--- src/logic/i2c_pkg.sv ---
`default_nettype none

package i2c_pkg;

	typedef logic [6:0] dev_addr_t;
	typedef logic [7:0] byte_t;
	typedef logic [7:0] count_t; // data bytes per transfer, 0 acts as 1

	// register modes, codes kept from the old config byte
	typedef enum logic [2:0] {
		wait_bus     = 3'd0,
		write_single = 3'd1,
		write_burst  = 3'd2,
		read_single  = 3'd4,
		read_burst   = 3'd5
	} i2c_mode_t;

	typedef enum logic [3:0] {
		ph_idle,
		ph_start,
		ph_tx_byte,
		ph_rx_ack,
		ph_restart,
		ph_rx_byte,
		ph_tx_ack,
		ph_tx_nack,
		ph_stop
	} phase_t;

	// clk_in cycles per phase, two per scl bit
	parameter int START_CYCLES   = 3;
	parameter int BYTE_CYCLES    = 16;
	parameter int ACK_CYCLES     = 2;
	parameter int RESTART_CYCLES = 4;

	typedef struct packed {
		phase_t phase;
		byte_t  tx; // only meaningful for ph_tx_byte
	} phase_cmd_t;

	// dev_ack lands on bit 0, same order as the old ack byte
	typedef struct packed {
		logic nack;
		logic master_nack;
		logic master_ack;
		logic rd_dev_ack;
		logic wr_ack;
		logic reg_ack;
		logic dev_ack;
	} ack_flags_t;

endpackage

`default_nettype wire

--- src/logic/i2c_status.sv ---
`default_nettype none

module i2c_status import i2c_pkg::*; (
	input  wire        clk_in,
	input  wire        rst_n,
	input  wire        ev_phase_end,
	input  wire        ev_byte_read,
	input  wire        ev_xfer_end,
	input  wire        phase_t ev_phase,
	input  wire        ev_ack,
	input  wire        byte_t rx_byte,
	output byte_t      rd_data,
	output logic       rd_valid,
	output ack_flags_t ack_status,
	output logic       xfer_done
);

	logic       restarted; // read address phase follows the restart
	logic [1:0] ack_idx;   // slave acks seen before any restart

	always_ff @(posedge clk_in or negedge rst_n) begin
		if (!rst_n) begin
			ack_status <= '0;
			rd_valid   <= 1'b0;
			restarted  <= 1'b0;
			ack_idx    <= '0;
		end else begin
			ack_status <= '0;
			rd_valid   <= ev_byte_read;
			if (ev_phase_end) begin
				case (ev_phase)
					ph_rx_ack: begin
						if (ev_ack)
							ack_status.nack <= 1'b1;
						else if (restarted)
							ack_status.rd_dev_ack <= 1'b1;
						else if (ack_idx == 2'd0)
							ack_status.dev_ack <= 1'b1;
						else if (ack_idx == 2'd1)
							ack_status.reg_ack <= 1'b1;
						else
							ack_status.wr_ack <= 1'b1;
						if (ack_idx != 2'd2)
							ack_idx <= ack_idx + 2'd1;
					end
					ph_restart: restarted <= 1'b1;
					ph_tx_ack:  ack_status.master_ack <= 1'b1;
					ph_tx_nack: ack_status.master_nack <= 1'b1;
					default: ;
				endcase
			end
			if (ev_xfer_end) begin
				restarted <= 1'b0;
				ack_idx   <= '0;
			end
		end
	end

	always_ff @(posedge clk_in) begin
		if (ev_byte_read)
			rd_data <= rx_byte;
	end

	assign xfer_done = ev_xfer_end; // last stop cycle

endmodule

`default_nettype wire

--- config.mk ---
export PLATFORM = sky130hd
export DESIGN_NAME = i2c_status
export DESIGN_NICKNAME = d
export VERILOG_FILES = /design/src/logic/i2c_pkg.sv /design/src/logic/i2c_status.sv
export SDC_FILE = /design/constraint.sdc
export NUM_CORES = 1
export LEC_CHECK = 0
export BUFFER_PORTS_ARGS = -buffer_cell sky130_fd_sc_hd__buf_2
export CAP_MARGIN = 20
export CORE_MARGIN = 4
export CORE_UTILIZATION = 39
export DETAILED_ROUTE_END_ITERATION = 12
export GPL_TIMING_DRIVEN = 1
export PLACE_DENSITY = 0.72
export REMOVE_ABC_BUFFERS = 1
export SLEW_MARGIN = 25
export SYNTH_ARGS = -nofsm -noshare
export SYNTH_HDL_FRONTEND = slang
export SYNTH_SLANG_ARGS = --single-unit
--- constraint.sdc ---
create_clock -name clk_in -period 1.1 [get_ports clk_in]
set_input_delay 0.055 -clock clk_in [delete_from_list [all_inputs] [get_ports clk_in]]
set_output_delay 0.055 -clock clk_in [all_outputs]
set_load 0.1 [all_outputs]
== Word level (Yosys, flattened, before mapping) ==
Index checks and enable logic that the tools add are counted.

* Register bits: 19
* Word-level logic and storage cells: 45
* Input port bits: 18

* Add/subtract/negate cells: 1
* Mux-type cells: 20
* Reduce and logical (&&, ||, !) cells: 7
* Equality and inequality tests: 6

{| class="wikitable"
|+ Operator list
! operator !! number
|-
| 4-bit by 3-bit == test with 1-bit output (second input constant) || 3
|-
| 1-bit 2-to-1 mux || 11
|-
| 2-bit 2-to-1 mux || 5
|-
| 4-bit 2-to-1 mux || 2
|-
| 2-bit nonzero test || 4
|-
| 7-bit 2-to-1 mux || 1
|-
| 4-bit by 2-bit == test with 1-bit output (second input constant) || 1
|-
| 3-bit 2-to-1 mux || 1
|-
| 3-bit AND reduction || 1
|-
| 2-bit by 1-bit adder with 2-bit output (second input constant) || 1
|-
| 2-bit by 1-bit == test with 1-bit output (second input constant) || 1
|-
| 2-bit logical NOT || 1
|-
| 2-bit != test (second input constant) || 1
|-
| 2-bit AND reduction || 1
|}

== Depth between registers and ports, before layout ==
* Depth after elaboration: 7
* Gate-level depth with buffers: 4

== Worst setup path before layout ==
No wires, ideal clock.

* Path type: register to register
* Start point: register ack_idx[0]
* End point: register ack_idx[0]
* Arrival time: 1,136 ps
* Setup slack: -164 ps
* Period minus slack after synthesis: 1,264 ps
* Data required time: 972 ps
* Stages on the path, launching flop included: 5
* Cells stage by stage: dfrtp_1 > inv_1 > ha_1 > nor3_2 > mux2_1

* Longest elaborated chain between the ends: 5

{| class="wikitable"
|+ RTL lines
! item !! RTL line !! RTL
|-
| from (decl) || i2c_status.sv:19 || <nowiki>logic [1:0] ack_idx;</nowiki>
|-
| from (signal assigned) || i2c_status.sv:44 || <nowiki>ack_idx <= ack_idx + 2'd1;</nowiki>
|-
| 2-bit by 1-bit adder with 2-bit output || i2c_status.sv:44 ||
|-
| 2-bit 2-to-1 mux || i2c_status.sv:43 || <nowiki>if (ack_idx != 2'd2)</nowiki>
|-
| 2-bit 2-to-1 mux || i2c_status.sv:31 || <nowiki>case (ev_phase)</nowiki>
|-
| 2-bit 2-to-1 mux || i2c_status.sv:30 || <nowiki>if (ev_phase_end) begin</nowiki>
|-
| 2-bit 2-to-1 mux || i2c_status.sv:52 || <nowiki>if (ev_xfer_end) begin</nowiki>
|}

Parallel ways exist; a longest one is shown, timed or not. The select of a mux whose other input is x is not followed.
A chain may end at the register's enable or synchronous reset.

== Worst setup path in the final report ==
* Start point: register ack_idx[1]
* End point: register ack_idx[0]

* Longest elaborated chain between the ends: 3

{| class="wikitable"
|+ RTL lines
! item !! RTL line
|-
| 2-bit != test || i2c_status.sv:43
|-
| 2-bit nonzero test (no source line) || --
|-
| 3-bit AND reduction (no source line) || --
|}

Every way passes these cells.

==> flow_summary.yaml <==
run_status:
  status: "finished with violations"
  violations: "negative setup slack"
synth:
  synth_xor_area_share_pct: 0
  synthMuxAreaShare_pct: 2.85
  syn-cell-area_um2: 747
  synth_top_family_by_area: "simple AND/OR/NAND/NOR gates"
  yosysUniqueCellTypes: 19
  ys_async_sr_fraction_pct: 57.9
  netlist.area_leader.share_pct: 36.9
  synth_cells: 47
  synthFlopType: "dfrtp_1"
  synth_compound_area_share_pct: 0.670
  synth_adder_area_share_pct: 5.03
  synth_top_cell_by_area: "dfrtp_1"
  synth.yosys.seq_area_share_pct: 69.0
  synth_area_per_cell_um2: 15.9
  synth_edf_count: 8
  synthSimpleGateAreaFrac_pct: 18.9
  synthTopCellsByArea: "dfrtp_1 (37%), edfxtp_1 (32%), ha_1 (5.0%), nor4b_4 (3.2%), inv_1 (2.5%)"
  ys_ff_latch: 19
  yosysWarnings: 0
clock_network:
  clk_path_buf_depth: 2
  insertion_delay_ns: 0.29
  h-tree-depth: 1
  cts_buffers: 3
  post-cts-setup-buffers: 0
  clock_sinks: 19
  cts-root-buf: "clkbuf_4"
  clkSlewWorstSetupHoldPaths_ns: 0.10
  cts_tree: "yes"
global_routing:
  gr-usage-all-layers_pct: 16.8
  grt_pass1_vias: 632
  antenna_found_initial: 0
  gr-total-overflow: 0
  grt_pass1_wl_mm: 3.13
  grt_max_degree: 12
power:
  swShare_pct: 31.6
  power_frac_comb_pct: 28.1
  ir_drop_v: 0.00101
  cellPowerDensity_nw_per_um2: 1140
  p_int_mw: 1.08
  switchingPower_mw: 0.500
  pwr-share-clk_pct: 21.3
  p_leak_nw: 0.627
  seqPwrFrac_pct: 50.6
floorplan:
  dieArea_um2: 2680
  die_height_um: 51.8
  die_w_um: 51.8
  core_um2: 1760
  ios: 35
  rows: 15
  start_util_pct: 42.3
timing:
  period_share_pct: 110
  drv_slew: 0
  fmax_mhz: 829
  finalSetupTns_ns: -0.159
  fin_crit_ns: 1.21
  rsz0062_at_grt: "true"
  finClkSkew_ns: 0.0112
  slew_headroom_pct: 68.0
  setup_viol: 2
  fin_ws_ns: -0.107
  hold_viol_final: 0
  worstMarginPinSlew_ns: 0.483
layout:
  nets: 122
  antennaDiodeCount: 0
  final_common_cell: "buf_2"
  post-route-util_pct: 78.7
  layout-drive-gt1-share_pct: 51.0
  final_cell_mix: "buf_2 (18), buf_12 (16), dlygate4sd3_1 (12)"
  area_growth_syn_to_layout_pct: 85.9
  stdcell_count: 125
min_path:
  whs_path_depth: 2
  hp-class: "input port to flop"
worst_setup_path:
  crit_cells: 3
  arrival_ns: 1.40
  required_ns: 1.29
  start_kind: "flop"
  worst-setup-path-type: "flop to flop"
  path_cells: "ha_4 -> nor3_4 -> mux2_4"
  worstSetupEndpoint: "ack_idx[0]"
  crit_path_top_delay_cell: "dfrtp_1"
  cp-end-kind: "flop"
  cp-startpoint: "ack_idx[1]"
  critPathBufInv: 0
  cp_max_fo: 2
  r2r_cells: 3
  cpPeakStageDelay_ns: 0.42
  critPathTopFamily: "flip-flops"
  r2r_setup_slack_ns: -0.11
  crit-reg2reg-capture: "ack_idx[0]"
  r2r_start: "ack_idx[1]"
place:
  post-dp-hpwl_mm: 1.33
  gp_congestion: 0.725
  dp.cells: 109
  io_buffer_count: 34
  dp_slack_ns: -0.149
detailed_routing:
  dr.pass1.iters: 4
  wirelength_mm: 1.85
  drcViolationCount: 0
  ant_nets: 0
  viasPerCell: 4.56
  drt_iter0_drc: 4
  vias: 570
  wl_per_cell_um: 14.8
flow_run:
  maxCapViolations: 0
[final cells by class]
cell class,count,area [um^2]
repair buffers,50,561
flip-flops and latches,19,515
fillers,114,375
multi-input cells,22,236
well taps,25,31.3
clock buffers,4,26.3
inverters,5,18.8
[registers in the layout, indices dropped and copies added (netlist names)]
signal / flops
ack_idx: 2
ack_status: 7
rd_data: 8
rd_valid: 1
restarted: 1
[Yosys cell counts (2+ instances only)]
library cell / count
ha_1: 3
inv_1: 5
edfxtp_1: 8
nor2_1: 5
nand2b_1: 2
dfrtp_1: 11
[logic make-up after synthesis]
group           Yosys count
compound gates            1
fa+ha+maj                 3
buf+inv                   6
flops                    19
mux                       2
simple gates             16
[worst reg2reg max path: stages, from the launching register on]
cell	delay [ns]
dfrtp_1	0.42
ha_4	0.17
nor3_4	0.19
mux2_4	0.32
[worst min-delay path by stage]
stage / startpoint / endpoint / slack (ns)
2_1_floorplan: rst_n / ack_idx[0] / -0.24
3_3_place_gp: rst_n / rd_valid / -0.06
3_5_place_dp: rst_n / rd_valid / -0.06
4_1_cts: ev_phase[1] / ack_status[4] / 0.02
5_1_grt: ev_phase[1] / ack_status[4] / 0.01
6_report: ev_phase[1] / ack_status[4] / 0.02
[repair_timing]
action,4_1_cts,5_1_grt
hold endpoints to repair,22,0
setup endpoints to repair,2,4
resized for setup,5,2
pin swaps,1,1
hold buffers,12,0
[metal layers]
metal	routed length (um)	track usage, %
met2	932	29.0
met5	0	0
met3	142	3.72
met4	34	9.17
met1	742	19.0
[power groups by stage]
stage | logic (mW) | clock network (mW) | registers (mW)
after floorplan | 0.0189 | 0 | 0.997
after global placement | 0.399 | 0 | 0.810
after detailed placement | 0.405 | 0 | 0.814
after CTS | 0.443 | 0.352 | 0.799
after global routing | 0.458 | 0.400 | 0.803
final | 0.444 | 0.337 | 0.799
[through the flow]
| stage | hold slack [ns] | power [mW] | cell area [um^2] |
|---|---|---|---|
| 6_report | 0.0206 | 1.58 | 1390 |
| 4_1_cts | 0.0163 | 1.59 | 1380 |
| 3_3_place_gp | -0.0630 | 1.21 | 1210 |
| 3_5_place_dp | -0.0614 | 1.22 | 1210 |
| 2_1_floorplan | -0.241 | 1.02 | 739 |
| 5_1_grt | 0.00971 | 1.66 | 1390 |
(Power assumes the default switching activity.)
