===== src/logic/i2c_pkg.sv =====
`default_nettype none

package i2c_pkg;

	typedef logic [6:0] dev_addr_t;
	typedef logic [7:0] byte_t;
	typedef logic [7:0] count_t; // data bytes per transfer, 0 acts as 1

	// register modes, codes kept from the old config byte
	typedef enum logic [2:0] {
		wait_bus     = 3'd0,
		write_single = 3'd1,
		write_burst  = 3'd2,
		read_single  = 3'd4,
		read_burst   = 3'd5
	} i2c_mode_t;

	typedef enum logic [3:0] {
		ph_idle,
		ph_start,
		ph_tx_byte,
		ph_rx_ack,
		ph_restart,
		ph_rx_byte,
		ph_tx_ack,
		ph_tx_nack,
		ph_stop
	} phase_t;

	// clk_in cycles per phase, two per scl bit
	parameter int START_CYCLES   = 3;
	parameter int BYTE_CYCLES    = 16;
	parameter int ACK_CYCLES     = 2;
	parameter int RESTART_CYCLES = 4;

	typedef struct packed {
		phase_t phase;
		byte_t  tx; // only meaningful for ph_tx_byte
	} phase_cmd_t;

	// dev_ack lands on bit 0, same order as the old ack byte
	typedef struct packed {
		logic nack;
		logic master_nack;
		logic master_ack;
		logic rd_dev_ack;
		logic wr_ack;
		logic reg_ack;
		logic dev_ack;
	} ack_flags_t;

endpackage

`default_nettype wire


===== src/logic/i2c_sequencer.sv =====
`default_nettype none

module i2c_sequencer import i2c_pkg::*; (
	input  wire        clk_in,
	input  wire        rst_n,
	input  wire        i2c_mode_t mode,
	input  wire        dev_addr_t dev_addr,
	input  wire        byte_t reg_addr,
	input  wire        byte_t wr_data,
	input  wire        count_t byte_count,
	input  wire        phase_done,
	input  wire        ack_bit,
	output phase_cmd_t cmd,
	output logic       ev_phase_end,
	output logic       ev_byte_read,
	output logic       ev_xfer_end,
	output phase_t     ev_phase,
	output logic       ev_ack
);

	typedef enum logic [3:0] {
		st_idle,
		st_start,
		st_dev_w,
		st_dev_w_ack,
		st_reg,
		st_reg_ack,
		st_wr,
		st_wr_ack,
		st_restart,
		st_dev_r,
		st_dev_r_ack,
		st_rd,
		st_rd_ack,
		st_stop
	} seq_state_t;

	seq_state_t state;
	seq_state_t state_nx;
	phase_cmd_t cmd_nx;

	logic   launch;
	logic   rd_q;     // read mode latched at launch
	count_t last_q;   // index of the final data byte
	count_t byte_cnt;
	logic   is_last;

	assign launch  = (state == st_idle) && (mode != wait_bus);
	assign is_last = (byte_cnt == last_q);

	always_comb begin
		state_nx = state;
		cmd_nx   = cmd;
		if (launch) begin
			state_nx = st_start;
			cmd_nx   = '{ph_start, 8'h00};
		end else if (phase_done) begin
			case (state)
				st_start: begin
					state_nx = st_dev_w;
					cmd_nx   = '{ph_tx_byte, {dev_addr, 1'b0}}; // address + write
				end
				st_dev_w: begin
					state_nx = st_dev_w_ack;
					cmd_nx   = '{ph_rx_ack, 8'h00};
				end
				st_dev_w_ack: begin
					if (ack_bit) begin
						state_nx = st_stop;
						cmd_nx   = '{ph_stop, 8'h00};
					end else begin
						state_nx = st_reg;
						cmd_nx   = '{ph_tx_byte, reg_addr};
					end
				end
				st_reg: begin
					state_nx = st_reg_ack;
					cmd_nx   = '{ph_rx_ack, 8'h00};
				end
				st_reg_ack: begin
					if (ack_bit) begin
						state_nx = st_stop;
						cmd_nx   = '{ph_stop, 8'h00};
					end else if (rd_q) begin
						state_nx = st_restart;
						cmd_nx   = '{ph_restart, 8'h00};
					end else begin
						state_nx = st_wr;
						cmd_nx   = '{ph_tx_byte, wr_data};
					end
				end
				st_wr: begin
					state_nx = st_wr_ack;
					cmd_nx   = '{ph_rx_ack, 8'h00};
				end
				st_wr_ack: begin
					if (ack_bit || is_last) begin
						state_nx = st_stop;
						cmd_nx   = '{ph_stop, 8'h00};
					end else begin
						state_nx = st_wr;
						cmd_nx   = '{ph_tx_byte, wr_data}; // next burst byte
					end
				end
				st_restart: begin
					state_nx = st_dev_r;
					cmd_nx   = '{ph_tx_byte, {dev_addr, 1'b1}}; // address + read
				end
				st_dev_r: begin
					state_nx = st_dev_r_ack;
					cmd_nx   = '{ph_rx_ack, 8'h00};
				end
				st_dev_r_ack: begin
					if (ack_bit) begin
						state_nx = st_stop;
						cmd_nx   = '{ph_stop, 8'h00};
					end else begin
						state_nx = st_rd;
						cmd_nx   = '{ph_rx_byte, 8'h00};
					end
				end
				st_rd: begin
					state_nx = st_rd_ack;
					cmd_nx   = is_last ? '{ph_tx_nack, 8'h00} : '{ph_tx_ack, 8'h00};
				end
				st_rd_ack: begin
					if (cmd.phase == ph_tx_nack) begin
						state_nx = st_stop;
						cmd_nx   = '{ph_stop, 8'h00};
					end else begin
						state_nx = st_rd;
						cmd_nx   = '{ph_rx_byte, 8'h00};
					end
				end
				st_stop: begin
					state_nx = st_idle;
					cmd_nx   = '{ph_idle, 8'h00};
				end
				default: begin
					state_nx = st_idle;
					cmd_nx   = '{ph_idle, 8'h00};
				end
			endcase
		end
	end

	always_ff @(posedge clk_in or negedge rst_n) begin
		if (!rst_n) begin
			state    <= st_idle;
			cmd      <= '{ph_idle, 8'h00};
			rd_q     <= 1'b0;
			last_q   <= '0;
			byte_cnt <= '0;
		end else begin
			state <= state_nx;
			cmd   <= cmd_nx;
			if (launch) begin
				rd_q     <= (mode == read_single) || (mode == read_burst);
				byte_cnt <= '0;
				if ((mode == write_burst || mode == read_burst) && byte_count != '0)
					last_q <= byte_count - 8'd1;
				else
					last_q <= '0; // single modes move one byte
			end else if (phase_done && (state == st_wr_ack || state == st_rd_ack)) begin
				byte_cnt <= byte_cnt + 8'd1;
			end
		end
	end

	assign ev_phase_end = phase_done;
	assign ev_byte_read = phase_done && (state == st_rd);
	assign ev_xfer_end  = phase_done && (state == st_stop);
	assign ev_phase     = cmd.phase;
	assign ev_ack       = ack_bit;

endmodule

`default_nettype wire


===== config.mk =====
export PLATFORM = sky130hd
export DESIGN_NAME = i2c_sequencer
export DESIGN_NICKNAME = d
export VERILOG_FILES = /design/src/logic/i2c_pkg.sv /design/src/logic/i2c_sequencer.sv
export SDC_FILE = /design/constraint.sdc
export NUM_CORES = 1
export LEC_CHECK = 0
export ABC_AREA = 0
export BUFFER_PORTS_ARGS = -buffer_cell sky130_fd_sc_hd__buf_2
export CAP_MARGIN = 20
export CORE_MARGIN = 8
export CORE_UTILIZATION = 57
export CTS_BUF_LIST = sky130_fd_sc_hd__clkbuf_16
export CTS_CLUSTER_DIAMETER = 50
export DETAILED_ROUTE_END_ITERATION = 10
export PLACE_DENSITY = 0.85
export SKIP_LAST_GASP = 1
export SLEW_MARGIN = 20
export SYNTH_ARGS = -nofsm -noshare
export SYNTH_HDL_FRONTEND = slang
export SYNTH_SLANG_ARGS = --single-unit

===== constraint.sdc =====
create_clock -name clk_in -period 5.4 [get_ports clk_in]
set_input_delay 1.08 -clock clk_in [delete_from_list [all_inputs] [get_ports clk_in]]
set_output_delay 1.08 -clock clk_in [all_outputs]
set_load 0.01 [all_outputs]

# ---- After elaboration in Yosys (flattened, before gate mapping)
# Cells that the tools add are included.
dict set report word_totals {
  regBits 33
  output_inout_bits 20
  elab_cells 63
}
dict set report op_classes {
  addsub 2
  n_eq_ne 18
  muxes 22
  reduce_logical 15
}
# cell n
set op_table {}
lappend op_table {{$pmux W12 S9} 1}
lappend op_table {{$mux W12} 7}
lappend op_table {{$pmux W4 S12} 1}
lappend op_table {{$eq A4 B4 Y1 const B} 6}
lappend op_table {{$mux W4} 6}
lappend op_table {{$mux W8} 3}
lappend op_table {{$eq A4 B3 Y1 const B} 5}
lappend op_table {{$mux W11} 1}
lappend op_table {{$mux W9} 1}
lappend op_table {{$add A8 B1 Y8 const B} 1}
lappend op_table {{$eq A4 B2 Y1 const B} 2}
lappend op_table {{$eq A8 B8 Y1} 1}
lappend op_table {{$reduce_bool A8 Y1} 1}
lappend op_table {{$sub A8 B1 Y8 const B} 1}
lappend op_table {{$eq A3 B3 Y1 const B} 2}
lappend op_table {{$mux W3} 2}
lappend op_table {{$logic_and A1 B1 Y1} 5}
lappend op_table {{$eq A4 B1 Y1 const B} 1}
lappend op_table {{$logic_not A4 Y1} 1}
lappend op_table {{$logic_or A1 B1 Y1} 4}
lappend op_table {{$reduce_bool A2 Y1} 2}
lappend op_table {{$reduce_or A4 Y1} 1}
lappend op_table {{$eq A3 B2 Y1 const B} 1}
lappend op_table {{$reduce_bool A3 Y1} 1}

# ---- Logic depth before layout (Yosys ltp)
dict set report logic_depth {
  word_depth 6
  ltp_mapped 8
  mapped_depth_nobuf 6
}

# ---- Least setup slack after synthesis
# No wires, ideal clock.
dict set report synth_timing {
  kind {input port to output port}
  startpoint {input port phase_done}
  endpoint {output port ev_xfer_end}
  arrival_time_ns 1.576
  required_ns 4.320
  path_slack_ns 2.744
  path_stages 2
  cell_sequence {clkbuf_1 -> and4b_1}
}
dict set report synth_via {
  elab_chain_len 1
}
# element line_no
set synth_lines {}
lappend synth_lines {{start: declaration} i2c_sequencer.sv:11} ;# input wire phase_done,
lappend synth_lines {{$logic_and A1 B1 Y1} i2c_sequencer.sv:172} ;# assign ev_xfer_end = phase_done && (state == st_stop);
lappend synth_lines {{end: declaration} i2c_sequencer.sv:16} ;# output logic ev_xfer_end,
# No other way between the ends.

# ---- Worst setup path in the final report
dict set report layout_timing {
  startpoint {input port phase_done}
  endpoint {output port ev_byte_read}
}
dict set report layout_via {
  elab_chain_len 1
}
# element line_no
set layout_lines {}
lappend layout_lines {{$logic_and A1 B1 Y1} i2c_sequencer.sv:171} ;# assign ev_byte_read = phase_done && (state == st_rd);
lappend layout_lines {{end: declaration} i2c_sequencer.sv:15} ;# output logic ev_byte_read,
# No other way between the ends.

==> impl.org <==
** STA
- Measured slew at the worst slew-check pin :: 0.781 ns
- Slew Limit Headroom :: between 40 and 50%
- Clock Skew :: roughly 0.0068 ns
- Unrepaired setup endpoints after global routing :: false
- For the final routed database, the setup TNS stands at 0 ns.
- Setup violations remaining at the end of the flow were counted as 0.
- Final max-slew violation count :: 0
- Final critical path time including I/O delays and setup :: 2.92 ns
- Dividing the final minimum period by the clock period gives 54.0%.
- Top achievable clock speed :: ~340 MHz
- The final number of hold-violating endpoints came to 0.

** CTS
- TritonCTS sink count :: 33
- Number of buffers between clock root and the deepest sink :: 2
- CTS tree :: built
- Clock insertion delay at the later pin of the skew report :: between 0.2 and 0.3 ns
- H-tree depth :: 2
- After clock tree synthesis, the clock-pin slew on the worst setup and hold paths is around 0.050 ns.
- In this run, CTS created clock tree buffers numbering 5.
- Hold repair after CTS inserted 0 buffers.
- Post-CTS timing repair inserted 0 buffers for setup.
- Resized cells post-CTS :: 0
- Root buffer cell :: sky130_fd_sc_hd__clkbuf_16

** Yosys
- By area the synthesized netlist is led by sky130_fd_sc_hd__dfrtp_1 (38%), sky130_fd_sc_hd__xnor2_1 (6.4%), sky130_fd_sc_hd__nand2_1 (4.3%).
- Counting flops with a built-in enable in the synthesized netlist gives 0.
- The synthesized netlist devotes about 21% of its cell area to compound gates.
- After synthesis the netlist holds a flip-flop and latch count of 33.
- Largest family of logic cells by synthesized area :: simple AND/OR/NAND/NOR gates
- Summing the areas of all xor and xnor instances in the mapped netlist gives a little under 9% of the synthesized area.
- In the synthesized netlist the async set-or-reset flop fraction comes to 100%.
- Summed over all instances, the cell type with the most area after synthesis is sky130_fd_sc_hd__dfrtp_1.
- The number of nets in the synthesized netlist is 285.
- The synthesized netlist devotes about 1.7% of its cell area to adder and majority cells.
- In this run the cell area of the synthesized design comes to 0.00218 sq mm.
- The synthesized netlist contains 49 unique library cells.
- Seq/Total Area, Yosys :: between 30% and 40%
- The synthesized design devotes to its leading area cell type between 30% and 40% of total area.
- Of the total synthesized cell area, the portion taken by AND, OR, NAND and NOR gates is about a quarter.
- For this run, the number of Yosys warnings is 0.
- In the synthesized netlist the dominant register cell turns out to be sky130_fd_sc_hd__dfrtp_1.
- After technology mapping, the gate count stands at approximately 240.
- In the synthesized netlist, mux cells make up less than 1% of the area.
- After synthesis, the mean cell area works out to slightly below 9 sq um.

** Worst setup path
- Along the worst path, the maximum fanout reaches 16.
- The critical path is of the in -> out type.
- Startpoint of the lowest-slack register-to-register path :: state[2]
- Most used cell along the critical path :: sky130_fd_sc_hd__buf_2
- Type of element launching the critical path :: primary input
- Critical path capture point type :: output pin
- For the worst flop-to-flop path, the logic depth is 5.
- R2R Setup Slk :: ~3 ns
- Critical-path top delay cell :: sky130_fd_sc_hd__buf_2
- Cell family with the largest share of critical-path delay :: buffers and inverters
- Data on the critical path arrives at its endpoint at 1.84 ns.
- At the worst endpoint, the required time is around 4.3 ns.
- Count of buffering cells on the critical path with inverters included :: 2
- Cell Chain, Critical Path :: buf_2, nand3_1, nor2_1, buf_2
- Stage delay of the slowest cell on the critical path :: about 0.24 ns
- RR Endpoint :: cmd[5]

** Layout
- Share of final-layout standard cells stronger than drive strength 1 :: 25.3%
- Fill cell count :: approximately 280
- In the final design database the tool counted between 300 and 400 nets.
- Ant. Diodes :: 0
- The area growth from synthesis to layout is 17.1%.

** Drt
- Once detail routing completed, the nets flagged for antenna violations numbered 0.
- Routed vias/inst :: 5.94
- For this run, the detailed router's first-pass iteration total came to 4.
- The first routing iteration left ~310 violations.
- The routed layout has between 2000 and 2500 vias.
- Post-detailed-routing wire length :: 5480 um
- DRC violation count after routing :: 0
- Dividing the detail-routed wire length by the instance count gives approximately 16 um.

** Floorplan
- Height of the die :: approximately 78 um
- Initial core utilization :: ~59%
- Std-Cell Core Area :: between 0.003 and 0.004 sq mm
- Number of placement rows :: 22
- I/O pins :: just under 60
- The die covers ~0.006 sq mm.
- Die width :: around 80 um

** Power
- Dividing total power by cell area gives a power density of approximately 470 mW/mm^2.
- Static leakage power :: about 1.2 nW
- Peak supply drop :: approximately 0.23 mV
- The completed layout was analyzed and its total power is 1.21 mW.

** Worst hold path
- Along the worst hold path, the cell count comes to 2.
- The tightest min-delay check is of the reg -> reg type.
- Startpoint of the worst hold path :: last_q[3]
- Endpoint with the worst hold slack :: last_q[3]

** GRT
- The number of global-route vias before repair is between 1500 and 2000.
- Across every metal layer, demand over resource in global routing totals approximately a fifth.
- The first global-routing pass estimated approximately 9400 um of wire.
- Pin count of the biggest net entering global routing :: 34
- Remaining global-route overflow :: 0
- The initial antenna violation count was 0.

** Place
- The HPWL after detailed placement is 3980 um.
- Count of input and output buffers :: 57
- Global placer's final weighted congestion :: between 0.9 and 1

** Outcome
- The run finished with clean final reports.

** Flow run
- Maxcap violations :: 0
-- kinds of logic (layout without fill, tap and decap cells) --
group | count (synthesis) | in the layout
compound gates | 61 | 61
xor+xnor | 22 | 22
fa+ha+maj | 3 | 3
buf+inv | 26 | 71
flops | 33 | 33
mux | 2 | 2
simple gates | 97 | 97
-- worst reg2reg max path: cells and delay by family, from the launching register on --
kind | cells | cell delay [ns]
AND/OR/NAND/NOR | 2 | 0.94
flip-flops | 1 | 0.74
AO/OA/AOI/OAI | 2 | 0.54
buffers and inverters | 1 | 0.10
-- sequential cells by signal, indices dropped and copies added, names as in the netlist --
register,cells
byte_cnt,8
cmd,8
ev_phase,4
last_q,8
rd_q,1
state,4
-- worst max-delay path by stage --
stage | start | endpoint | slack, ns | cells past startpoint
floorplan | phase_done | ev_xfer_end | 2.74 | 2
global placement | phase_done | ev_byte_read | 2.53 | 4
detailed placement | phase_done | ev_byte_read | 2.50 | 4
CTS | phase_done | ev_byte_read | 2.49 | 4
global route | phase_done | ev_byte_read | 2.42 | 4
finish | phase_done | ev_byte_read | 2.48 | 4
-- final cells by class --
| cell class | instances | area (sq um) | area share (%) |
|---|---|---|---|
| clock inverter | 3 | 13.8 | 0.540 |
| multi-input combinational | 185 | 1210 | 47.6 |
| inverter | 6 | 25.0 | 0.981 |
| tap | 48 | 60.1 | 2.36 |
| timing repair buffer | 57 | 285 | 11.2 |
| sequential | 33 | 826 | 32.4 |
| clock buffer | 5 | 125 | 4.91 |
-- cells in the mapped netlist (2+ instances only) --
cell type,count
sky130_fd_sc_hd__a211oi_1,2
sky130_fd_sc_hd__a21oi_1,4
sky130_fd_sc_hd__a221o_1,8
sky130_fd_sc_hd__a22oi_1,10
sky130_fd_sc_hd__and2_1,2
sky130_fd_sc_hd__and3_1,3
sky130_fd_sc_hd__and4b_1,2
sky130_fd_sc_hd__buf_1,2
sky130_fd_sc_hd__buf_2,5
sky130_fd_sc_hd__buf_4,6
sky130_fd_sc_hd__clkbuf_1,6
sky130_fd_sc_hd__dfrtp_1,33
sky130_fd_sc_hd__ha_1,3
sky130_fd_sc_hd__inv_1,5
sky130_fd_sc_hd__mux2i_1,2
sky130_fd_sc_hd__nand2_1,25
sky130_fd_sc_hd__nand2b_1,7
sky130_fd_sc_hd__nand3_1,5
sky130_fd_sc_hd__nand3b_1,3
sky130_fd_sc_hd__nand4_1,4
sky130_fd_sc_hd__nor2_1,24
sky130_fd_sc_hd__nor2b_1,5
sky130_fd_sc_hd__nor3_1,6
sky130_fd_sc_hd__nor4_2,2
sky130_fd_sc_hd__o211ai_1,2
sky130_fd_sc_hd__o21ai_0,18
sky130_fd_sc_hd__o221ai_1,2
sky130_fd_sc_hd__o22ai_1,3
sky130_fd_sc_hd__o31ai_1,3
sky130_fd_sc_hd__or3_1,3
sky130_fd_sc_hd__xnor2_1,16
sky130_fd_sc_hd__xor2_1,6
-- stage by stage --
step | area (sq um) | std cells | hold WS [ns] | worst slack (ns) | utilization, %
floorplan | 2180 | 244 | 0.470 | 2.74 | -
global placement | 2410 | 329 | 0.487 | 2.53 | 65.9
detailed placement | 2410 | 329 | 0.489 | 2.50 | 65.9
CTS | 2550 | 337 | 0.506 | 2.49 | 69.7
global route | 2550 | 337 | 0.524 | 2.42 | 69.7
finish | 2550 | 337 | 0.499 | 2.48 | 69.7
-- cell usage in the layout, fill, tap and decap left out, drive strengths merged, types with 3 or more instances in the layout --
cell type	n
buf	57
dfrtp	33
nand2	25
nor2	24
o21ai	18
xnor2	16
a22oi	10
a221o	8
nand2b	7
inv	7
nor3	6
xor2	6
nand3	5
nor2b	5
clkbuf	5
a21oi	5
nand4	4
or3	4
o22ai	3
o31ai	3
nand3b	3
and3	3
ha	3
-- routing by layer --
layer,global-route usage (%),share of wire (%),vias up
li1,-,-,973
met1,22.6,41,925
met2,30.1,49,91
met3,5.41,7.8,12
met4,8.68,2.6,0
met5,0,0,-
-- report_power, final --
part           total, mW  internal (mW)  switching, mW
Sequential         0.451          0.326          0.125
Combinational      0.484          0.212          0.272
Clock              0.271          0.167          0.104
Total               1.21          0.705          0.501
No activity file was read; power rests on OpenSTA's default activity.
