==> src/logic/i2c_pkg.sv <==
`default_nettype none

package i2c_pkg;

	typedef logic [6:0] dev_addr_t;
	typedef logic [7:0] byte_t;
	typedef logic [7:0] count_t; // data bytes per transfer, 0 acts as 1

	// register modes, codes kept from the old config byte
	typedef enum logic [2:0] {
		wait_bus     = 3'd0,
		write_single = 3'd1,
		write_burst  = 3'd2,
		read_single  = 3'd4,
		read_burst   = 3'd5
	} i2c_mode_t;

	typedef enum logic [3:0] {
		ph_idle,
		ph_start,
		ph_tx_byte,
		ph_rx_ack,
		ph_restart,
		ph_rx_byte,
		ph_tx_ack,
		ph_tx_nack,
		ph_stop
	} phase_t;

	// clk_in cycles per phase, two per scl bit
	parameter int START_CYCLES   = 3;
	parameter int BYTE_CYCLES    = 16;
	parameter int ACK_CYCLES     = 2;
	parameter int RESTART_CYCLES = 4;

	typedef struct packed {
		phase_t phase;
		byte_t  tx; // only meaningful for ph_tx_byte
	} phase_cmd_t;

	// dev_ack lands on bit 0, same order as the old ack byte
	typedef struct packed {
		logic nack;
		logic master_nack;
		logic master_ack;
		logic rd_dev_ack;
		logic wr_ack;
		logic reg_ack;
		logic dev_ack;
	} ack_flags_t;

endpackage

`default_nettype wire

==> src/logic/i2c_phase_gen.sv <==
`default_nettype none

module i2c_phase_gen import i2c_pkg::*; #(
	parameter int STOP_CYCLES = 6
) (
	input  wire        clk_in,
	input  wire        rst_n,
	input  wire        phase_cmd_t cmd,
	input  wire        sda_in,
	output logic       scl_level,
	output logic       sda_drive_low,
	output logic       phase_done,
	output logic       ack_bit,
	output byte_t      rx_byte
);

	// the byte phase is the longest unless stop is stretched
	localparam int MAX_CYCLES = (STOP_CYCLES > BYTE_CYCLES) ? STOP_CYCLES : BYTE_CYCLES;
	localparam int STEP_W     = $clog2(MAX_CYCLES);

	logic [STEP_W-1:0] step;
	logic [STEP_W-1:0] last_step;
	logic [2:0]        bit_idx;
	logic              scl_rise; // next edge raises scl

	always_comb begin
		case (cmd.phase)
			ph_start:   last_step = STEP_W'(START_CYCLES - 1);
			ph_tx_byte: last_step = STEP_W'(BYTE_CYCLES - 1);
			ph_rx_byte: last_step = STEP_W'(BYTE_CYCLES - 1);
			ph_rx_ack:  last_step = STEP_W'(ACK_CYCLES - 1);
			ph_tx_ack:  last_step = STEP_W'(ACK_CYCLES - 1);
			ph_tx_nack: last_step = STEP_W'(ACK_CYCLES - 1);
			ph_restart: last_step = STEP_W'(RESTART_CYCLES - 1);
			ph_stop:    last_step = STEP_W'(STOP_CYCLES - 1);
			default:    last_step = '0;
		endcase
	end

	assign phase_done = (cmd.phase != ph_idle) && (step == last_step);

	always_ff @(posedge clk_in or negedge rst_n) begin
		if (!rst_n)
			step <= '0;
		else if (phase_done || cmd.phase == ph_idle)
			step <= '0;
		else
			step <= step + 1'b1;
	end

	// msb first, one bit per scl low/high pair
	assign bit_idx  = 3'd7 - step[3:1];
	assign scl_rise = !step[0];

	always_comb begin
		scl_level     = 1'b1;
		sda_drive_low = 1'b0;
		case (cmd.phase)
			ph_start: begin
				sda_drive_low = (step != '0);          // sda falls first
				scl_level     = (step != STEP_W'(2));  // then scl
			end
			ph_tx_byte: begin
				scl_level     = step[0];
				sda_drive_low = !cmd.tx[bit_idx];
			end
			ph_rx_byte, ph_rx_ack, ph_tx_nack: begin
				scl_level = step[0]; // sda left to the slave or released
			end
			ph_tx_ack: begin
				scl_level     = step[0];
				sda_drive_low = 1'b1;
			end
			ph_restart: begin
				// both lines up, then a fresh start
				scl_level     = (step == STEP_W'(1)) || (step == STEP_W'(2));
				sda_drive_low = step[1];
			end
			ph_stop: begin
				scl_level     = (step != '0);
				sda_drive_low = (step < STEP_W'(2)); // released while scl high
			end
			default: begin
				scl_level     = 1'b1;
				sda_drive_low = 1'b0;
			end
		endcase
	end

	always_ff @(posedge clk_in or negedge rst_n) begin
		if (!rst_n)
			ack_bit <= 1'b1;
		else if (cmd.phase == ph_rx_ack && scl_rise)
			ack_bit <= sda_in;
	end

	always_ff @(posedge clk_in) begin
		if (cmd.phase == ph_rx_byte && scl_rise)
			rx_byte <= {rx_byte[6:0], sda_in};
	end

endmodule

`default_nettype wire

==> config.mk <==
export PLATFORM = sky130hd
export DESIGN_NAME = i2c_phase_gen
export DESIGN_NICKNAME = d
export VERILOG_FILES = /design/src/logic/i2c_pkg.sv /design/src/logic/i2c_phase_gen.sv
export SDC_FILE = /design/constraint.sdc
export NUM_CORES = 1
export LEC_CHECK = 0
export ABC_AREA = 1
export BUFFER_PORTS_ARGS = -buffer_cell sky130_fd_sc_hd__buf_2
export CAP_MARGIN = 0
export CORE_ASPECT_RATIO = 0.9
export CORE_MARGIN = 2
export CORE_UTILIZATION = 51
export CTS_CLUSTER_DIAMETER = 100
export DETAILED_ROUTE_END_ITERATION = 8
export GPL_TIMING_DRIVEN = 0
export PLACE_DENSITY_LB_ADDON = 0.15
export SYNTH_ARGS = -nofsm -noshare
export SYNTH_HDL_FRONTEND = slang
export SYNTH_SLANG_ARGS = --single-unit
export TNS_END_PERCENT = 30
==> constraint.sdc <==
create_clock -name clk_in -period 1.4 [get_ports clk_in]
set_input_delay 0.07 -clock clk_in [delete_from_list [all_inputs] [get_ports clk_in]]
set_output_delay 0.07 -clock clk_in [all_outputs]
set_load 0.01 [all_outputs]
# [Yosys cells after proc, flatten, opt, wreduce, memory -nomap -nowiden]
# Memories as Yosys holds them, arrays and structs flattened.
# Cells that the tools add are included.
# Widths: inputs -> output; s select.
[word_totals] n_memories=1 out_inout_bits=12 word_cells=36 inputBits=15 mem_bits_ro=64 regBits=13
[op_classes] n_mux=5 reduce_logical=11 n_eq_ne=12 order_cmp=2 n_addsub=2
[memory_table] name="(name not given)" words=16 word_bits=4 read_ports=1 rd_clocked_by_memory_dff=0 write_ports=0 line_no="i2c_phase_gen.sv:27" text="case (cmd.phase)"
[ops] operator="$eq 4x3->1 const B" count=4
[ops] operator="$eq 4x2->1 const B" count=3
[ops] operator="$eq 4x1->1 const B" count=2
[ops] operator="$reduce_bool 4->1" count=2
[ops] operator="$pmux 1 s5" count=1
[ops] operator="$reduce_or 5->1" count=1
[ops] operator="$add 4x1->4 const B" count=1
[ops] operator="$eq 4x4->1" count=1
[ops] operator="$eq 4x4->1 const B" count=1
[ops] operator="$logic_not 4->1" count=1
[ops] operator="$lt 3x4->1 const B" count=1
[ops] operator="$lt 4x2->1 const B" count=1
[ops] operator="$mux 4" count=1
[ops] operator="$ne 4x2->1 const B" count=1
[ops] operator="$pmux 1 s4" count=1
[ops] operator="$bmux 1 s3" count=1
[ops] operator="$logic_and 1x1->1" count=3
[ops] operator="$sub 3x3->3 const A" count=1
[ops] operator="$logic_not 1->1" count=2
[ops] operator="$logic_or 1x1->1" count=2
[ops] operator="$mux 1" count=1

# [Longest topological paths before layout]
# Gate-level depths: netlist of the first run.
[logic_depth] word_depth=5 mapped_depth=11 ltp_nobuf=11

# [Least setup slack after synthesis of the first run]
# No wires, ideal clock.
[synth_path] path_kind="reg2out" from="register step[1]" to="output port scl_level" required_time_ns=1.330 arrival_ns=1.275 slack_ns=0.055 path_buffers=0 path_stages_with_launch=7 path_cell_list="dfrtp_1 > inv_1 > ha_1 > o21ai_0 > nor2_1 > nor3_1 > o211ai_1"
[synth_via] elab_chain_cells=3 word_cells_on_any_way=6 cone_classes="eq/ne (3); mux (1); reduce/logical (2)"
[synth_lines] item="start, declared" line_no="i2c_phase_gen.sv:21" text="logic [STEP_W-1:0] step;"
[synth_lines] item="start signal, assigned" line_no="i2c_phase_gen.sv:48" text="step <= step + 1'b1;"
[synth_lines] item="$eq 4x1->1 / $eq 4x2->1 (equally long branches)" line_no="i2c_phase_gen.sv:76" text="scl_level = (step == STEP_W'(1)) || (step == STEP_W'(2));"
[synth_lines] item="$logic_or 1x1->1" line_no="i2c_phase_gen.sv:76"
[synth_lines] item="$pmux 1 s4 *" line_no="i2c_phase_gen.sv:58" text="case (cmd.phase)"
[synth_lines] item="end, declared" line_no="i2c_phase_gen.sv:10" text="output logic scl_level,"
# Mark *: on every way between the ends. The rest lies on a longest branch, timed or not.

# [Worst setup path in the final report of the first run]
# Same ends and word-level chain as after synthesis.

==> results of run 1 <==
## cells in the mapped netlist (2+ instances only)
cell / instances
dfrtp_1: 4
ha_1: 8
nand2_1: 24
nor2_2: 6
nor3_1: 2
nand3_1: 12
o21ai_1: 3
a21oi_1: 3
inv_2: 2
nand2_2: 2
nand4_1: 2
nand2_4: 2
nor2_1: 9
o22ai_1: 2
o21ai_0: 3
edfxtp_1: 8
nand3_2: 2
inv_1: 8
## per-stage QoR
step	TNS [ns]	hold slack (ns)	area, um2	std cells	util, %
global route	-0.935	0.128	1250	175	72.8
CTS	-0.576	0.143	1250	175	72.7
floorplan	0	-0.226	961	114	-
finish	-0.609	0.140	1250	175	72.8
detailed placement	-1.38	-0.0981	1120	163	65.0
global placement	-1.00	-0.111	1120	163	65.0
## routing by layer
metal / part of all wire [%] / vias up / track usage (%) / routed length, um
met5: 0 / - / 0 / 0
met4: 1.4 / 0 / 5.56 / 29
met3: 6.5 / 4 / 7.28 / 135
met2: 47 / 32 / 36.0 / 972
met1: 45 / 413 / 27.4 / 925
li1: - / 453 / - / -
## state kept, by name (all words and copies together), names as in the netlist
name and cells:
ack_bit 1, step 4, rx_byte 8
## worst max-delay path, delay by kind of cell (launching register included)
family	cells	cell delay (ns)
AOI/OAI and AO/OA	2	0.15
adders and majority gates	1	0.13
buffers and inverters	3	0.37
DFF	1	0.44
and+or+nand+nor	1	0.17
## what timing repair did
action,CTS,global route
endpoints found under the setup margin,7,3
hold buffers,2,0
setup buffers,6,0
resized for setup,15,1
pin swaps,6,1
endpoints found under the hold margin,6,0
## final cells by class
type	count	area, um2	area share, %
sequential	13	369	29.5
multi-input combinational	87	548	43.8
buffer	2	16.3	1.30
clock buffer	4	26.3	2.10
tap	24	30.0	2.40
inverter	12	62.6	5.01
timing repair buffer	33	198	15.8
## final timing paths
kind	start	to	slack [ns]
setup / recovery	step[1]	scl_level	-0.21
hold / removal	rst_n	step[0]	0.14
setup reg to reg	step[1]	step[3]	0.12
hold reg to reg	rx_byte[5]	rx_byte[6]	0.45
max in group asynchronous	rst_n	ack_bit	1.04
min in group clk_in	cmd[10]	step[1]	0.27
## power groups by stage
stage | Sequential [mW] | Clock [mW] | Combinational, mW
finish | 0.567 | 0.224 | 1.09
floorplan | 0.586 | 0 | 0.607
global placement | 0.599 | 0 | 0.761
global route | 0.581 | 0.259 | 1.21
CTS | 0.568 | 0.229 | 1.06
detailed placement | 0.601 | 0 | 0.787
## cells by family after synthesis
group                    synth area share [%]
adder cells (fa/ha/maj)                  10.4
flip-flops                               38.2
AO/OA/AOI/OAI                            7.68
multiplexers                             1.17
buffers and inverters                    7.81
AND/OR/NAND/NOR                          32.9
XOR/XNOR                                 1.82
==> run_results.csv, run 1 <==
group,metric,value,unit
clock_network,cts.sinks,13,
placed_design,gp_congestion,0.798,
worst_setup_path,crit_required,1.33,ns
worst_setup_path,crit_path_cell_trace,"clkinvlp_4 -> buf_6 -> ha_4 -> a21oi_1 -> nor3_1 -> o211ai_1 -> buf_2",
timing,worst_slack,-0.209,ns
clock_network,root_buffer,"clkbuf_4",
global_route,antenna_found_initial,0,
floorplan,initial_utilization,56.0,%
global_route,grt_pass1_wl,3620,um
placed_design,numPortBuffers,25,
route,via_count,902,
synthesis,synth_area,961,um2
cells_and_area,syn_to_final_growth,30.1,%
timing,rsz0062_at_grt,"true",
cells_and_area,nNetsFinal,175,
timing,final_hold_viol_count,0,
synthesis,synth_area_per_cell,8.43,um2
pwr,p_comb_share,58.1,%
global_route,grt_util_all_layers,21.6,%
worst_setup_path,end_kind,"primary output",
synthesis,yosysSeqAreaShare,38.2,%
cells_and_area,drive_gt1_share,43.0,%
timing,period_share,115,%
pwr,power.share.sequential,30.1,%
worst_setup_path,crit_path_top_delay_cell,"dfrtp_2",
floorplan,io_pins,27,
clock_network,cts_max_path_buffers,2,
worst_setup_path,max_stage_delay,0.44,ns
global_route,grt_max_degree,10,
route,route.detailed.drc,0,
global_route,grt_pass1_vias,853,
pwr,internal_power,1.11,mW
worst_setup_path,critPathMaxFanout,7,
run,max_cap_viol_count,0,
synthesis,postSynth.asyncResetShare,38.5,%
route,wl_per_cell,11.8,um
clock_network,htree_levels,1,
route,dr.pass1.iters,4,
timing,maxSlewViolCount,0,
timing,skew,0.00401,ns
pwr,p_switching,772,uW
pwr,p_total,1.89,mW
worst_setup_path,critPathLaunchType,"flop",
timing,max_freq,622,MHz
placed_design,dp_hpwl,1450,um
synthesis,syn-num-nets,137,
synthesis,synth_area_leader_cell,"edfxtp_1",
route,drt_iter0_drc,31,
cells_and_area,mostFrequentLayoutCells,"buf_2, nand2_1, nand3_1, nor2_2, edfxtp_1",
synthesis,synth_warnings,0,
floorplan,die_h,45.2,um
pwr,clockPowerShare,11.9,%
worst_hold_path,min_path_type,"input port to async pin",
floorplan,die-width,49.8,um
synthesis,synth_edf_count,8,
global_route,grt.overflow.total,0,
clock_network,cts_tree,"built",
cells_and_area,layout_commonest_cell,"buf_2",
synthesis,yosys.cell_types.count,30,
timing,tightest_slew,0.392,ns
clock_network,path_clk_slew,0.08,ns
floorplan,die-area,0.00225,mm2
pwr,ir_drop,1.33,mV
worst_setup_path,path_class,"flop to primary output",
placed_design,place_ws,-0.233,ns
clock_network,worstSkewPairLatency,0.27,ns
floorplan,rows,14,
route,vias_per_cell,5.15,
synthesis,ys_seq_elements,13,
timing,max_slew_margin,73.8,%
cells_and_area,diodes,0,
synthesis,syn_inst,114,
route,routed_wl,2060,um
timing,finalSetupViolations,3,
pwr,p_leak,0.592,nW
run_status,violations,"negative setup slack",
route,antenna_left,0,
worst_setup_path,cp.arrival,1.54,ns
pwr,p_sw_share,41.0,%
clock_network,cts_buffers,3,
synthesis,synth_flop_cell,"edfxtp_1",
cells_and_area,nFillCells,142,
floorplan,core-area,0.00172,mm2
pwr,power.density,1510,mW/mm2
synthesis,synth_top_cell_area_share,25.0,%
run_status,outcome,"finished with violations",
synthesis,synthTopCellsByArea,"edfxtp_1, dfrtp_1, ha_1, nand2_1, nand3_1",
worst_setup_path,r2r_cells,8,
timing,finalCriticalPeriod,1.61,ns
Power figures use the tool's default switching activity.
==> run 2, diff against run 1 <==
Settings changed: RECOVER_POWER set to 50.
==> run 2 against run 1 <==
Compared with the run above:
- the flow still finishes with violations (negative setup slack)
- sequential cell count unchanged
- routed wire length increased by 0.97%
- count of clock-buffer cells in the layout unchanged
- core utilization decreased by 0.44 points
- critical path depth unchanged
- clock power about the same
- total power about the same
- first-iteration DRC count unchanged
- critical endpoint unchanged
- largest cell class unchanged
- highest routed layer unchanged
==> run_results.csv, run 2 (same netlist as run 1, synthesis figures left out) <==
group,metric,value,unit
clock_network,cts.sinks,13,
worst_setup_path,crit_required,1.33,ns
timing,period_share,115,%
timing,hold_slack,0.200,ns
global_route,antenna_found_initial,0,
cells_and_area,diodes,0,
cells_and_area,drive_gt1_share,39.1,%
cells_and_area,nFillCells,144,
placed_design,dp_hpwl,1450,um
route,vias_per_cell,5.14,
placed_design,gp_congestion,0.798,
pwr,power.density,1520,mW/mm2
timing,worst_slack,-0.209,ns
cells_and_area,reg_top3,"rx_byte x8, step x4, ack_bit x1",
timing,rsz0062_at_grt,"true",
pwr,ir_drop,1.33,mV
worst_hold_path,min_path_type,"input port to async pin",
timing,finalSetupViolations,3,
floorplan,io_pins,27,
clock_network,cts_tree,"built",
pwr,p_leak,0.576,nW
cells_and_area,top_register,"rx_byte",
global_route,grt_max_degree,10,
route,drt_iter0_drc,31,
clock_network,root_buffer,"clkbuf_4",
route,routed_wl,2080,um
run,max_cap_viol_count,0,
route,antenna_left,0,
clock_network,cts_buffers,3,
route,wl_per_cell,11.9,um
timing,skew,0.00380,ns
worst_setup_path,critPathLaunchType,"flop",
worst_setup_path,path_class,"flop to primary output",
route,route.met3.wl,134,um
route,wl_met2,968,um
timing,finalCriticalPeriod,1.61,ns
clock_network,worstSkewPairLatency,0.27,ns
worst_setup_path,critPathMaxFanout,7,
global_route,grt_util_all_layers,21.6,%
cells_and_area,multi_input_area,548,um2
floorplan,initial_utilization,56.0,%
cells_and_area,mostFrequentLayoutCells,"nand2_1, buf_2, nand3_1, nor2_2, edfxtp_1",
floorplan,die-width,49.8,um
worst_setup_path,crit_path_cell_trace,"clkinvlp_4 -> buf_6 -> ha_4 -> a21oi_1 -> nor3_1 -> o211ai_1 -> buf_2",
timing,tightest_slew,0.401,ns
floorplan,core-area,0.00172,mm2
global_route,grt_pass1_wl,3620,um
cells_and_area,syn_to_final_growth,29.3,%
worst_setup_path,end_kind,"primary output",
floorplan,rows,14,
cells_and_area,largest_reg_flops,8,
clock_network,path_clk_slew,0.08,ns
timing,max_slew_margin,73.2,%
route,maxUsedRoutingLayer,"met4",
run_status,outcome,"finished with violations",
route,dr.pass1.iters,4,
worst_setup_path,crit_path_top_delay_cell,"dfrtp_2",
clock_network,cts_max_path_buffers,2,
cells_and_area,nNetsFinal,175,
route,met1Wirelength,950,um
floorplan,die_h,45.2,um
global_route,grt.overflow.total,0,
run_status,violations,"negative setup slack",
timing,max_freq,621,MHz
floorplan,die-area,0.00225,mm2
clock_network,htree_levels,1,
worst_setup_path,max_stage_delay,0.44,ns
cells_and_area,seq_area,369,um2
timing,setup_tns,-0.611,ns
timing,maxSlewViolCount,0,
route,via_count,899,
global_route,grt_pass1_vias,853,
route,route.detailed.drc,0,
timing,final_hold_viol_count,0,
placed_design,numPortBuffers,25,
worst_setup_path,cp.arrival,1.54,ns
cells_and_area,layout_commonest_cell,"nand2_1",
[run 2: final timing paths]
path / cells past startpoint / to / from / slack, ns
max: 7 / scl_level / step[1] / -0.21
min reg2reg: 0 / rx_byte[6] / rx_byte[5] / 0.45
min: 2 / step[0] / rst_n / 0.20
max reg2reg: 8 / step[3] / step[1] / 0.12
max in group asynchronous: 2 / ack_bit / rst_n / 0.91
min in group clk_in: 5 / step[1] / cmd[10] / 0.27
[run 2: final cells by class]
type,instances,share of cell area (%)
clock buffers,4,2.11
plain buffers,2,1.31
inverters,12,5.04
multi-input cells,87,44.1
flip-flops and latches,13,29.7
repair buffers,33,15.3
well taps,24,2.42
[run 2: worst max-delay path: cells and delay by family, from the launching register on]
family                     cells  cell delay, ns
AOI/OAI and AO/OA              2            0.15
adders and majority gates      1            0.13
buffers and inverters          3            0.37
DFF                            1            0.44
and+or+nand+nor                1            0.17
[run 2: repair_timing]
action	in CTS	in global routing
hold buffers	2	0
pin swaps	6	1
setup endpoints to repair	7	3
cloned	0	0
gates resized for setup	15	1
hold endpoints to repair	6	0
setup buffers	6	0
[run 2: stage by stage]
step / instance area [um2] / utilization, % / power (mW) / setup slack, ns / instances
2_1_floorplan: 961 / - / 1.19 / 0.0550 / 114
3_3_place_gp: 1120 / 65.0 / 1.36 / -0.219 / 163
3_5_place_dp: 1120 / 65.0 / 1.39 / -0.233 / 163
4_1_cts: 1250 / 72.7 / 1.86 / -0.209 / 175
5_1_grt: 1240 / 72.4 / 2.05 / -0.343 / 175
6_report: 1240 / 72.4 / 1.88 / -0.209 / 175
[run 2: report_power, final]
group / leakage (nW) / switching, mW / internal, mW
Clock: 0.0150 / 0.113 / 0.110
Sequential: 0.131 / 0.0675 / 0.500
Combinational: 0.430 / 0.592 / 0.502
Total: 0.576 / 0.772 / 1.11
[run 2: per-layer routing]
metal	up-vias	global-route usage, %
met2	32	36.0
met4	0	5.56
li1	453	-
met1	410	27.4
met5	-	0
met3	4	7.28
==> run 3, diff against run 2 <==
Settings changed: ABC_AREA 1 to not set, CORE_UTILIZATION 51 to 50.
==> run 3 against run 2 <==
Compared with the run above:
- the run still ends with negative setup slack left
- largest cell class unchanged
- first-iteration DRC count fell by 65%
- total power fell by 4.6%
- sequential share of layout area rose by 0.52 points
- final cell count fell by 17%
- routed wire length rose by 1.2%
- largest power group unchanged
- count of clock-buffer cells in the layout fell by 1
- non-clock buffer count rose by 5
- global-route usage fell by 1.2 points
==> run_results.csv, run 3 <==
group,metric,value,unit
run_status,outcome,"finished with violations",
run_status,violations,"negative setup slack",
route,vias_per_cell,5.47,
floorplan,io_pins,27,
worst_setup_path,crit_required,1.33,ns
cells_and_area,final_cells,145,
clock_network,cts_tree,"built",
cells_and_area,nFillCells,142,
timing,rsz0062_at_grt,"true",
synthesis,synth_area_leader_cell,"edfxtp_1",
worst_setup_path,max_stage_delay,0.50,ns
global_route,grt_util_all_layers,20.4,%
floorplan,die-area,0.00216,mm2
route,wl_per_cell,14.5,um
timing,max_slew_margin,73.9,%
pwr,p_comb_share,55.2,%
route,routed_wl,2110,um
synthesis,synth_area_per_cell,11.1,um2
cells_and_area,layout_commonest_cell,"buf_2",
route,route.detailed.drc,0,
pwr,p_leak,0.523,nW
timing,finalSetupViolations,7,
synthesis,synth_warnings,0,
worst_setup_path,critPathLaunchType,"flop",
clock_network,root_buffer,"clkbuf_4",
floorplan,core-area,0.00168,mm2
timing,skew,0.00149,ns
placed_design,gp_congestion,0.820,
global_route,grt.overflow.total,0,
clock_network,cts_buffers,3,
placed_design,placed_cells,131,
cells_and_area,mostFrequentLayoutCells,"buf_2, edfxtp_1, ha_1, buf_4",
pwr,internal_power,1.13,mW
timing,finalCriticalPeriod,2.03,ns
synthesis,postSynth.asyncResetShare,38.5,%
synthesis,yosys-top-cells-count,"edfxtp_1, ha_1, a21oi_1, inv_1",
worst_setup_path,path_class,"flop to primary output",
synthesis,synth_flop_cell,"edfxtp_1",
synthesis,synthTopCellsByArea,"edfxtp_1, dfrtp_1, ha_1, mux4_2, dfstp_2",
cells_and_area,largest_reg_flops,8,
synthesis,yosys.cell_types.count,40,
worst_setup_path,reg2reg_from,"step[3]",
clock_network,cts_max_path_buffers,2,
route,via_count,793,
synthesis,synth_edf_count,8,
worst_setup_path,reg2reg_setup_slack,-0.55,ns
synthesis,synth_mux_area_share,8.61,%
synthesis,synth_compound_area_share,13.1,%
global_route,antenna_found_initial,0,
timing,period_share,145,%
floorplan,rows,14,
timing,final_hold_viol_count,0,
pwr,power.share.sequential,32.5,%
placed_design,numPortBuffers,26,
cells_and_area,syn_to_final_growth,35.6,%
placed_design,dp_hpwl,1480,um
floorplan,die-width,48.7,um
worst_setup_path,cp.arrival,1.96,ns
timing,worst_slack,-0.627,ns
synthesis,synth_top_cell_area_share,26.7,%
cells_and_area,diodes,0,
route,antenna_left,0,
synthesis,synth_area,901,um2
pwr,clockPowerShare,12.3,%
route,drt_iter0_drc,11,
worst_setup_path,crit_path_cell_trace,"buf_6 -> or2b_1 -> o311ai_2 -> a21oi_1 -> or4_4 -> nor2b_1 -> buf_2",
clock_network,cts.sinks,13,
synthesis,yosysSeqAreaShare,40.7,%
clock_network,path_clk_slew,0.07,ns
timing,setup_tns,-3.81,ns
synthesis,synthAdderAreaFrac,11.1,%
timing,max_freq,493,MHz
floorplan,initial_utilization,53.6,%
worst_setup_path,crit_start,"step[3]",
cells_and_area,nNetsFinal,145,
clock_network,htree_levels,1,
pwr,ir_drop,1.37,mV
pwr,p_sw_share,37.0,%
floorplan,die_h,44.3,um
timing,hold_slack,0.195,ns
cells_and_area,top_register,"rx_byte",
synthesis,ys_seq_elements,13,
cells_and_area,reg_top3,"rx_byte x8, step x4, ack_bit x1",
pwr,power.density,1470,mW/mm2
worst_setup_path,crit_buf_inv,2,
worst_hold_path,min_path_type,"input port to async pin",
worst_setup_path,end_kind,"primary output",
worst_setup_path,crit_path_top_delay_cell,"or4_4",
synthesis,synthSimpleGateAreaFrac,16.9,%
timing,tightest_slew,0.381,ns
cells_and_area,drive_gt1_share,47.9,%
synthesis,synth_top_family_by_area,"simple AND/OR/NAND/NOR gates",
global_route,grt_pass1_wl,3220,um
synthesis,syn-num-nets,104,
synthesis,synth-xor-area-share,3.89,%
global_route,grt_pass1_vias,755,
worst_setup_path,critPathMaxFanout,7,
clock_network,worstSkewPairLatency,0.27,ns
worst_setup_path,path_delay_family,"simple AND/OR/NAND/NOR gates",
route,dr.pass1.iters,4,
synthesis,syn_inst,81,
run,max_cap_viol_count,0,
timing,maxSlewViolCount,0,
pwr,p_switching,665,uW
global_route,grt_max_degree,11,
-- run 3: layout make-up --
class	instances	area, um2	share of cell area (%)
clock buffer	3	22.5	1.84
tap	24	30.0	2.46
inverter	5	18.8	1.54
sequential	13	369	30.2
buffer	4	38.8	3.18
timing repair buffer	36	214	17.5
multi-input combinational	59	523	42.8
clock inverter	1	5.00	0.410
-- run 3: cell families after synthesis --
kind of cell / count (synthesis)
AOI/OAI and AO/OA: 17
adders and majority gates: 8
xor gates and xnor gates: 4
and+or+nand+nor: 25
buffers and inverters: 9
muxes: 5
DFF: 13
-- run 3: path summary, 6_finish.rpt --
check / end / depth (start not counted)
worst min register to register: rx_byte[4] / 0
max in group asynchronous: ack_bit / 2
worst max register to register: step[0] / 8
worst min-delay path: step[0] / 2
min in group clk_in: ack_bit / 4
worst max-delay path: phase_done / 7
-- run 3: power by group through the flow --
stage	Clock (mW)	Combinational, mW	Sequential (mW)
after global routing	0.250	1.07	0.599
after global placement	0	0.694	0.576
after CTS	0.226	0.809	0.586
after floorplan	0	0.545	0.573
after detailed placement	0	0.724	0.587
final	0.221	0.992	0.585
-- run 3: layer usage --
metal	wire length (um)	vias up	global-route usage, %
met5	0	-	0
met4	52	0	10.9
met3	114	6	6.76
met2	1070	29	33.7
met1	869	373	24.1
li1	-	385	-
-- run 3: what timing repair did --
action | CTS | global route
endpoints found under the hold margin | 6 | 0
setup endpoints to repair | 15 | 15
resized for setup | 5 | 10
pin swaps | 2 | 4
buffers inserted | 4 | 4
hold buffers | 2 | 0
-- run 3: stage by stage --
step / cell area, um2 / utilization, % / setup WS [ns] / power [mW]
after detailed placement: 1070 / 63.5 / -0.461 / 1.31
after floorplan: 907 / - / -0.204 / 1.12
after global routing: 1220 / 72.6 / -0.704 / 1.92
after global placement: 1070 / 63.5 / -0.437 / 1.27
final: 1220 / 72.6 / -0.627 / 1.80
after CTS: 1150 / 68.5 / -0.621 / 1.62
